==> config.mk <==
export PLATFORM = sky130hd
export DESIGN_NAME = commit_top
export DESIGN_NICKNAME = d
export VERILOG_FILES = /design/src/source/csr_arch_pkg.sv /design/src/source/commit_pkg.sv /design/src/source/stage_if.sv /design/src/source/commit_top.sv /design/src/source/commit_result.sv /design/src/source/csr_file.sv /design/src/source/commit_decode.sv /design/src/source/stage_reg.sv
export SDC_FILE = /design/constraint.sdc
export NUM_CORES = 1
export LEC_CHECK = 0
export CAP_MARGIN = 20
export CORE_MARGIN = 2
export CORE_UTILIZATION = 45
export DETAILED_ROUTE_END_ITERATION = 8
export DONT_BUFFER_PORTS = 1
export GPL_TIMING_DRIVEN = 0
export SETUP_SLACK_MARGIN = 0.1
export SLEW_MARGIN = 0
export SYNTH_ARGS = -nofsm -noshare
export SYNTH_HDL_FRONTEND = slang
export SYNTH_SLANG_ARGS = --single-unit
==> constraint.sdc <==
create_clock -name clk -period 7.95 [get_ports clk]
set_input_delay 0.3975 -clock clk [delete_from_list [all_inputs] [get_ports clk]]
set_output_delay 0.3975 -clock clk [all_outputs]
set_load 0.05 [all_outputs]
==> src/source/csr_arch_pkg.sv <==
package csr_arch_pkg;

    typedef logic [13:0] csr_num_t;
    typedef logic [5:0]  ecode_t;

    localparam csr_num_t CSR_CRMD   = 14'h000;
    localparam csr_num_t CSR_PRMD   = 14'h001;
    localparam csr_num_t CSR_ESTAT  = 14'h005;
    localparam csr_num_t CSR_ERA    = 14'h006;
    localparam csr_num_t CSR_BADV   = 14'h007;
    localparam csr_num_t CSR_EENTRY = 14'h00c;
    localparam csr_num_t CSR_SAVE0  = 14'h030;
    localparam csr_num_t CSR_SAVE1  = 14'h031;
    localparam csr_num_t CSR_SAVE2  = 14'h032;
    localparam csr_num_t CSR_SAVE3  = 14'h033;

    localparam ecode_t ECODE_ADE = 6'h08;
    localparam ecode_t ECODE_ALE = 6'h09;
    localparam ecode_t ECODE_SYS = 6'h0b;
    localparam ecode_t ECODE_BRK = 6'h0c;
    localparam ecode_t ECODE_INE = 6'h0d;

    // low bit of each field
    localparam int CRMD_PLV    = 0;
    localparam int CRMD_IE     = 2;
    localparam int PRMD_PPLV   = 0;
    localparam int PRMD_PIE    = 2;
    localparam int ESTAT_ECODE = 16;

    localparam logic [31:0] EENTRY_RESET = 32'h1c00_0000;

    // software-writable bits, everything else reads as held or zero
    localparam logic [31:0] CRMD_WMASK   = 32'h0000_0007;
    localparam logic [31:0] PRMD_WMASK   = 32'h0000_0007;
    localparam logic [31:0] ESTAT_WMASK  = 32'h0000_0003;
    localparam logic [31:0] EENTRY_WMASK = 32'hffff_ffc0;

    function automatic logic [31:0] csr_wmask_of(csr_num_t num);
        case (num)
            CSR_CRMD:   return CRMD_WMASK;
            CSR_PRMD:   return PRMD_WMASK;
            CSR_ESTAT:  return ESTAT_WMASK;
            CSR_EENTRY: return EENTRY_WMASK;
            CSR_ERA, CSR_BADV, CSR_SAVE0, CSR_SAVE1, CSR_SAVE2, CSR_SAVE3: return '1;
            default:    return '0;
        endcase
    endfunction

endpackage
==> src/source/commit_pkg.sv <==
package commit_pkg;

    import csr_arch_pkg::*;

    localparam int RF_ADDR_W = 5;
    localparam int RF_DATA_W = 32;

    typedef struct packed {
        logic adef;
        logic ine;
        logic syscall;
        logic brk;
        logic ale;
    } excp_flags_t;

    // instruction as handed over by the memory stage
    typedef struct packed {
        logic [31:0]          pc;
        logic                 rf_we;
        logic [RF_ADDR_W-1:0] rf_waddr;
        logic [RF_DATA_W-1:0] rf_result;
        logic                 csr_rd;
        csr_num_t             csr_num;
        logic                 csr_we;
        logic [31:0]          csr_wmask;
        logic [31:0]          csr_wvalue;
        logic                 ertn;
        excp_flags_t          excp;
        logic [31:0]          vaddr;
    } retire_t;

    typedef struct packed {
        logic [31:0]          pc;
        logic                 rf_we;
        logic [RF_ADDR_W-1:0] rf_waddr;
        logic [RF_DATA_W-1:0] rf_result;
        logic                 csr_rd;
        csr_num_t             csr_num;
        logic                 csr_we;
        logic [31:0]          csr_wmask;
        logic [31:0]          csr_wvalue;
        logic                 ertn;
        logic                 excp;
        ecode_t               ecode;
        logic [31:0]          vaddr;
        logic                 badv_we;
    } csr_cmd_t;

    typedef struct packed {
        logic [31:0]          pc;
        logic                 rf_we;
        logic [RF_ADDR_W-1:0] rf_waddr;
        logic [RF_DATA_W-1:0] rf_wdata;
        ecode_t               ecode;
    } commit_t;

endpackage

==> src/source/stage_if.sv <==
// one pipeline hop, item moves when valid and allowin are both high
interface stage_if #(
    parameter type payload_t = logic
);

    logic     valid;
    payload_t payload;
    logic     allowin;
    // downstream flush, drops the item held on the sending side
    logic     kill;

    modport sender (
        output valid,
        output payload,
        input  allowin,
        input  kill
    );

    modport receiver (
        input  valid,
        input  payload,
        output allowin,
        output kill
    );

endinterface

==> src/source/commit_top.sv <==
module commit_top
    import csr_arch_pkg::*;
    import commit_pkg::*;
#(
    parameter int DATA_W = 32
) (
    input  logic                 clk,
    input  logic                 resetn,
    input  logic                 in_valid,
    output logic                 in_allowin,
    input  logic [31:0]          in_pc,
    input  logic                 in_rf_we,
    input  logic [RF_ADDR_W-1:0] in_rf_waddr,
    input  logic [DATA_W-1:0]    in_rf_result,
    input  logic                 in_csr_rd,
    input  csr_num_t             in_csr_num,
    input  logic                 in_csr_we,
    input  logic [31:0]          in_csr_wmask,
    input  logic [31:0]          in_csr_wvalue,
    input  logic                 in_ertn,
    input  logic                 in_excp_adef,
    input  logic                 in_excp_ine,
    input  logic                 in_excp_syscall,
    input  logic                 in_excp_brk,
    input  logic                 in_excp_ale,
    input  logic [31:0]          in_vaddr,
    output logic                 out_valid,
    input  logic                 out_ready,
    output logic [31:0]          out_pc,
    output logic                 out_rf_we,
    output logic [RF_ADDR_W-1:0] out_rf_waddr,
    output logic [DATA_W-1:0]    out_rf_wdata,
    output ecode_t               out_ecode,
    output logic                 flush,
    output logic [31:0]          flush_target
);

    retire_t in_instr;

    always_comb begin
        in_instr.pc           = in_pc;
        in_instr.rf_we        = in_rf_we;
        in_instr.rf_waddr     = in_rf_waddr;
        in_instr.rf_result    = in_rf_result;
        in_instr.csr_rd       = in_csr_rd;
        in_instr.csr_num      = in_csr_num;
        in_instr.csr_we       = in_csr_we;
        in_instr.csr_wmask    = in_csr_wmask;
        in_instr.csr_wvalue   = in_csr_wvalue;
        in_instr.ertn         = in_ertn;
        in_instr.excp.adef    = in_excp_adef;
        in_instr.excp.ine     = in_excp_ine;
        in_instr.excp.syscall = in_excp_syscall;
        in_instr.excp.brk     = in_excp_brk;
        in_instr.excp.ale     = in_excp_ale;
        in_instr.vaddr        = in_vaddr;
    end

    stage_if #(.payload_t(csr_cmd_t)) dec_if ();
    stage_if #(.payload_t(csr_cmd_t)) exe_if ();
    stage_if #(.payload_t(commit_t))  res_if ();
    stage_if #(.payload_t(commit_t))  out_if ();

    commit_decode commit_decode_inst (
        .in_valid   (in_valid),
        .in_allowin (in_allowin),
        .in_instr   (in_instr),
        .dn         (dec_if.sender)
    );

    stage_reg #(.payload_t(csr_cmd_t)) dec_reg_inst (
        .clk    (clk),
        .resetn (resetn),
        .up     (dec_if.receiver),
        .dn     (exe_if.sender)
    );

    csr_file #(.DATA_W(DATA_W)) csr_file_inst (
        .clk          (clk),
        .resetn       (resetn),
        .up           (exe_if.receiver),
        .dn           (res_if.sender),
        .flush        (flush),
        .flush_target (flush_target)
    );

    stage_reg #(.payload_t(commit_t)) res_reg_inst (
        .clk    (clk),
        .resetn (resetn),
        .up     (res_if.receiver),
        .dn     (out_if.sender)
    );

    commit_result #(.DATA_W(DATA_W)) commit_result_inst (
        .up           (out_if.receiver),
        .out_valid    (out_valid),
        .out_ready    (out_ready),
        .out_pc       (out_pc),
        .out_rf_we    (out_rf_we),
        .out_rf_waddr (out_rf_waddr),
        .out_rf_wdata (out_rf_wdata),
        .out_ecode    (out_ecode)
    );

endmodule

==> src/source/commit_result.sv <==
module commit_result
    import csr_arch_pkg::*;
    import commit_pkg::*;
#(
    parameter int DATA_W = 32
) (
    stage_if.receiver            up,
    output logic                 out_valid,
    input  logic                 out_ready,
    output logic [31:0]          out_pc,
    output logic                 out_rf_we,
    output logic [RF_ADDR_W-1:0] out_rf_waddr,
    output logic [DATA_W-1:0]    out_rf_wdata,
    output ecode_t               out_ecode
);

    commit_t res;
    logic    accept;

    assign res    = up.payload;
    assign accept = up.valid && out_ready;

    // write only lands on the handshake cycle
    assign out_rf_we    = accept && res.rf_we;
    assign out_valid    = up.valid;
    assign out_pc       = res.pc;
    assign out_rf_waddr = res.rf_waddr;
    assign out_rf_wdata = res.rf_wdata;
    assign out_ecode    = res.ecode;

    assign up.allowin = !up.valid || out_ready;
    // last stage, nothing further down ever flushes
    assign up.kill    = 1'b0;

endmodule

==> src/source/csr_file.sv <==
module csr_file
    import csr_arch_pkg::*;
    import commit_pkg::*;
#(
    parameter int DATA_W = 32
) (
    input  logic        clk,
    input  logic        resetn,
    stage_if.receiver   up,
    stage_if.sender     dn,
    output logic        flush,
    output logic [31:0] flush_target
);

    csr_cmd_t          cmd;
    commit_t           res;
    logic              advance;
    logic [DATA_W-1:0] crmd_q;
    logic [DATA_W-1:0] prmd_q;
    logic [DATA_W-1:0] estat_q;
    logic [DATA_W-1:0] era_q;
    logic [DATA_W-1:0] badv_q;
    logic [DATA_W-1:0] eentry_q;
    logic [DATA_W-1:0] save_q [4];
    logic [DATA_W-1:0] rd_value;
    logic [DATA_W-1:0] wr_mask;
    logic [DATA_W-1:0] wr_value;

    assign cmd     = up.payload;
    assign advance = up.valid && dn.allowin;

    always_comb begin
        case (cmd.csr_num)
            CSR_CRMD:   rd_value = crmd_q;
            CSR_PRMD:   rd_value = prmd_q;
            CSR_ESTAT:  rd_value = estat_q;
            CSR_ERA:    rd_value = era_q;
            CSR_BADV:   rd_value = badv_q;
            CSR_EENTRY: rd_value = eentry_q;
            CSR_SAVE0:  rd_value = save_q[0];
            CSR_SAVE1:  rd_value = save_q[1];
            CSR_SAVE2:  rd_value = save_q[2];
            CSR_SAVE3:  rd_value = save_q[3];
            default:    rd_value = '0;
        endcase
    end

    // only writable fields take the new bits
    assign wr_mask  = cmd.csr_wmask & csr_wmask_of(cmd.csr_num);
    assign wr_value = (rd_value & ~wr_mask) | (cmd.csr_wvalue & wr_mask);

    always_ff @(posedge clk) begin
        if (!resetn) begin
            crmd_q   <= '0;
            prmd_q   <= '0;
            estat_q  <= '0;
            era_q    <= '0;
            badv_q   <= '0;
            eentry_q <= EENTRY_RESET;
            for (int i = 0; i < 4; i++) begin
                save_q[i] <= '0;
            end
        end else if (advance) begin
            if (cmd.csr_we) begin
                case (cmd.csr_num)
                    CSR_CRMD:   crmd_q    <= wr_value;
                    CSR_PRMD:   prmd_q    <= wr_value;
                    CSR_ESTAT:  estat_q   <= wr_value;
                    CSR_ERA:    era_q     <= wr_value;
                    CSR_BADV:   badv_q    <= wr_value;
                    CSR_EENTRY: eentry_q  <= wr_value;
                    CSR_SAVE0:  save_q[0] <= wr_value;
                    CSR_SAVE1:  save_q[1] <= wr_value;
                    CSR_SAVE2:  save_q[2] <= wr_value;
                    CSR_SAVE3:  save_q[3] <= wr_value;
                    default:    ;
                endcase
            end
            if (cmd.excp) begin
                // save mode, drop to plv0 with interrupts off
                prmd_q[PRMD_PPLV +: 2]    <= crmd_q[CRMD_PLV +: 2];
                prmd_q[PRMD_PIE]          <= crmd_q[CRMD_IE];
                crmd_q[CRMD_PLV +: 2]     <= 2'b00;
                crmd_q[CRMD_IE]           <= 1'b0;
                estat_q[ESTAT_ECODE +: 6] <= cmd.ecode;
                era_q                     <= cmd.pc;
                if (cmd.badv_we) begin
                    badv_q <= cmd.vaddr;
                end
            end else if (cmd.ertn) begin
                crmd_q[CRMD_PLV +: 2] <= prmd_q[PRMD_PPLV +: 2];
                crmd_q[CRMD_IE]       <= prmd_q[PRMD_PIE];
            end
        end
    end

    assign flush        = advance && (cmd.excp || cmd.ertn);
    assign flush_target = !flush   ? '0 :
                          cmd.excp ? eentry_q : era_q;

    always_comb begin
        res.pc       = cmd.pc;
        res.rf_we    = cmd.rf_we;
        res.rf_waddr = cmd.rf_waddr;
        res.rf_wdata = cmd.csr_rd ? rd_value : cmd.rf_result;
        res.ecode    = cmd.ecode;
    end

    assign dn.valid   = up.valid;
    assign dn.payload = res;
    assign up.allowin = dn.allowin;
    // younger instruction entering the decode register dies with the flush
    assign up.kill    = flush || dn.kill;

    // bits above plv and ie never get set in crmd or prmd
    assert property (@(posedge clk) disable iff (!resetn)
        crmd_q[DATA_W-1:3] == '0 && prmd_q[DATA_W-1:3] == '0);

    assert property (@(posedge clk) disable iff (!resetn) flush |=> !up.valid);

endmodule

==> src/source/commit_decode.sv <==
module commit_decode
    import csr_arch_pkg::*;
    import commit_pkg::*;
(
    input  logic    in_valid,
    output logic    in_allowin,
    input  retire_t in_instr,
    stage_if.sender dn
);

    logic     any_excp;
    ecode_t   ecode;
    csr_cmd_t cmd;

    assign any_excp = |in_instr.excp;

    // fixed priority, fetch fault first
    always_comb begin
        if (in_instr.excp.adef) begin
            ecode = ECODE_ADE;
        end else if (in_instr.excp.ine) begin
            ecode = ECODE_INE;
        end else if (in_instr.excp.syscall) begin
            ecode = ECODE_SYS;
        end else if (in_instr.excp.brk) begin
            ecode = ECODE_BRK;
        end else if (in_instr.excp.ale) begin
            ecode = ECODE_ALE;
        end else begin
            ecode = '0;
        end
    end

    always_comb begin
        cmd.pc         = in_instr.pc;
        cmd.rf_waddr   = in_instr.rf_waddr;
        cmd.rf_result  = in_instr.rf_result;
        cmd.csr_rd     = in_instr.csr_rd;
        cmd.csr_num    = in_instr.csr_num;
        cmd.csr_wmask  = in_instr.csr_wmask;
        cmd.csr_wvalue = in_instr.csr_wvalue;
        cmd.vaddr      = in_instr.vaddr;
        cmd.excp       = any_excp;
        cmd.ecode      = ecode;
        // faulting instruction leaves no architectural side effect
        cmd.rf_we      = in_instr.rf_we && !any_excp;
        cmd.csr_we     = in_instr.csr_we && !any_excp;
        // exception wins over ertn
        cmd.ertn       = in_instr.ertn && !any_excp;
        cmd.badv_we    = in_instr.excp.adef || in_instr.excp.ale;
    end

    assign dn.valid    = in_valid;
    assign dn.payload  = cmd;
    assign in_allowin  = dn.allowin;

endmodule

==> src/source/stage_reg.sv <==
module stage_reg #(
    parameter type payload_t = logic
) (
    input  logic      clk,
    input  logic      resetn,
    stage_if.receiver up,
    stage_if.sender   dn
);

    logic     valid_q;
    payload_t payload_q;

    assign up.allowin = !valid_q || dn.allowin;
    // anything upstream of a flushed slot is younger
    assign up.kill    = dn.kill;

    always_ff @(posedge clk) begin
        if (!resetn) begin
            valid_q <= 1'b0;
        end else if (dn.kill) begin
            valid_q <= 1'b0;
        end else if (up.allowin) begin
            valid_q <= up.valid;
        end
    end

    always_ff @(posedge clk) begin
        if (up.valid && up.allowin && !dn.kill) begin
            payload_q <= up.payload;
        end
    end

    assign dn.valid   = valid_q;
    assign dn.payload = payload_q;

    // stalled item must not change under the receiver
    assert property (@(posedge clk) disable iff (!resetn)
        dn.valid && !dn.allowin |=> dn.valid && $stable(dn.payload));

endmodule

==> run summary <==
Simple-gate share of the synthesized area = 12.5%
DRC viols = 0
Htree depth = 3
Die height = 238 um
Initial DRC Count = 2596
Post-CTS resize count = 0
Critical path fanouts, max = 10
# Post-CTS Setup Buffers = 0
Worst EP required = 8270 ps
Max-Cap Viols = 0
Biggest area consumer among synthesized cells = edfxtp_1
RSZ-0062 raised after global routing = false
Number of synthesized flops with an enable pin = 391
XOR/XNOR share of the synthesized area = 0%
Worst-Skew Late Latency = 630 ps
Share of cells above drive strength 1 = 13.9%
Worst Path Arrival = 4880 ps
Total power = 7.21 mW
Nets = 2486
Starting density of the core = 45.6%
Worst hold path class = input port to flop
Post-synthesis sequential area ratio = 63.4%
Worst path max stage delay = 930 ps
Slew @ Worst Pin = 1300 ps
Routed Antenna Nets = 0
Fin. Hold Viols = 0
Worst-path clk slew = 60 ps
Pleak = 10.8 nW
Chip width = 238 um
Synthesized-area fraction occupied by adder cells = 0%
Max Clk Rate = 219 MHz
CP Capture Type = flop
Clock Skew = 42.4 ps
Core area = 54000 um^2
Vias post-DR = 19200
Yosys cell types = 91
Num rows = 85
Top cell type's share of synthesized area = 47.6%
Cell area after layout = 30000 um^2
Worst path most repeated cell = buf_2
Via density = 6.30
1st-pass router iterations = 7
GRT Total Usage = 34.5%
Ys async rst share = 0%
Die ar. = 56600 um^2
DRT Wirelength = 98.6 mm
Mapped Area = 24600 um^2
Io pins = 303
Period utilisation layout = 57.5%
Initial antenna violation count = 3
Fillers = 4539
Compound-Gate Fraction of Synth Area = 13.0%
Pwr Density = 240 nW/um^2
Final setup fails = 0
CP cell instances = clkbuf_2 -> buf_2 -> buf_2 -> clkbuf_1 -> nand4b_1 -> a21oi_1 -> o21ai_0 -> nand3_1 -> o21ai_1 -> nor2_1
Final min period = 4570 ps
Worst hold slack = 9.80 ps
Synth Area per Inst = 12.2 um^2
First-pass GRT wire length = 136 mm
Worst path slowest cell = o21ai_0
CP startpoint kind = flop
Dpl cell area = 25900 um^2
Yosys reg bits = 585
Buf+Inv Stages, Crit Path = 4
Cell family with most CP delay = compound AO/OA/AOI/OAI gates
Root Driver = clkbuf_16
Top FF cell, synth = edfxtp_1
Multiplexer area fraction after synthesis = 5.83%
Clk buf depth = 3
Status = finished, final reports clean
Post-Synthesis Cells = 2016
DP HPWL = 72.5 mm
Num Clock Sinks = 585
Largest family of logic cells by synthesized area = compound AO/OA/AOI/OAI gates
Crit Path Class = flop to flop
GRT overflow = 0
Gpl congestion = 1.01
Num CTS Buffers = 67
Vias in the first global route = 18700
Pin count of the biggest net entering global routing = 72
Synthesis warning total = 0
Final Max Slew Viols = 0
TritonCTS clock tree = built
Top-count cell post-synth = edfxtp_1
Port Buffer Count = 0
Max rail drop VDD = 210 uV
Synth area leaders = edfxtp_1 (48%), dfxtp_1 (16%), mux2i_1 (4.5%)
WL/cell = 32.4 um
# hold bufs at CTS = 187
Area grow syn2layout = 21.9%
Worst slew margin = 13.4%
Top cells by count, synth = edfxtp_1 (391), nor2_1 (228), dfxtp_1 (194), a21oi_1 (125), mux2i_1 (111)
## where the power goes
part	switching, mW	internal, mW	total [mW]
Combinational	0.367	0.180	0.547
Clock	1.29	1.92	3.21
Sequential	0.0724	3.38	3.46
Total	1.73	5.48	7.21
## worst paths after layout
path	cells past startpoint	slack [ps]	endpoint	start
setup / recovery	10	3380	csr_file_inst.save_q[1][8]	dec_reg_inst.dn.payload[106]
hold / removal	3	10	res_reg_inst.dn.valid	out_ready
setup reg to reg	10	3380	csr_file_inst.save_q[1][8]	dec_reg_inst.dn.payload[106]
hold reg to reg	0	420	res_reg_inst.dn.payload[38]	dec_reg_inst.dn.payload[153]
## metrics by stage
| step | TNS [ps] | utilization, % | setup WS (ps) | instances |
|---|---|---|---|---|
| 5_1_grt | 0 | 55.6 | 3430 | 3043 |
| 6_report | 0 | 55.6 | 3380 | 3045 |
| 3_5_place_dp | 0 | 47.9 | 3620 | 2731 |
| 4_1_cts | 0 | 55.6 | 3520 | 3040 |
| 3_3_place_gp | -168120 | 47.2 | -924 | 2713 |
| 2_1_floorplan | 0 | - | 1530 | 2017 |
## sequential cells by signal (all words and copies together), names as in the netlist
name                     cells
dec_reg_inst.dn.valid        1
csr_file_inst.prmd_q        32
csr_file_inst.estat_q       32
res_reg_inst.dn.valid        1
csr_file_inst.eentry_q      32
res_reg_inst.dn.payload     74
dec_reg_inst.dn.payload    189
csr_file_inst.era_q         32
csr_file_inst.badv_q        32
csr_file_inst.save_q       128
csr_file_inst.crmd_q        32
## layer usage
metal	global-route usage [%]	wire length, um	share of wire, %	vias up
li1	-	-	-	8036
met1	45.3	38300	39	9457
met2	51.9	42700	43	1373
met3	9.44	11200	11	318
met4	19.2	6460	6.6	2
met5	0	13	0.013	-
## worst min-delay path, stage by stage
cell     delay, ps
nor2b_1         40
nor2_1         100
nor2_1          40
## placed cells by master (no fill, tap or decap), types with 28 or more instances in the layout
cell type | Yosys | final
a21oi_1 | 125 | 125
a22oi_1 | 29 | 29
a31oi_1 | 28 | 28
and2_1 | 103 | 103
buf_2 | 45 | 46
buf_4 | 80 | 89
clkbuf_1 | 79 | 93
clkbuf_16 | 0 | 71
dfxtp_1 | 194 | 194
dlygate4sd3_1 | 0 | 187
edfxtp_1 | 391 | 391
inv_1 | 33 | 33
mux2i_1 | 111 | 111
nand2_1 | 72 | 72
nand3_1 | 32 | 32
nor2_1 | 228 | 228
o21ai_0 | 56 | 52
o221ai_1 | 41 | 41
o22ai_1 | 30 | 30
## logic make-up after synthesis
| kind of cell | count (synthesis) |
|---|---|
| flip-flops | 585 |
| buffers and inverters | 246 |
| AO/OA/AOI/OAI | 462 |
| AND/OR/NAND/NOR | 584 |
| multiplexers | 138 |
| other | 1 |
## cell type report
class                   count  area, um^2  share of cell area (%)
repair buffers            208        2180                    7.26
multi-input cells        1186        7810                    26.0
well taps                 696         871                    2.90
plain buffers             212        1160                    3.88
clock inverters            31         365                    1.22
inverters                  34         128                   0.425
diodes                      2        5.00                  0.0167
flip-flops and latches    585       15600                    52.0
clock buffers              91        1900                    6.33
(Power assumes the default switching activity.)
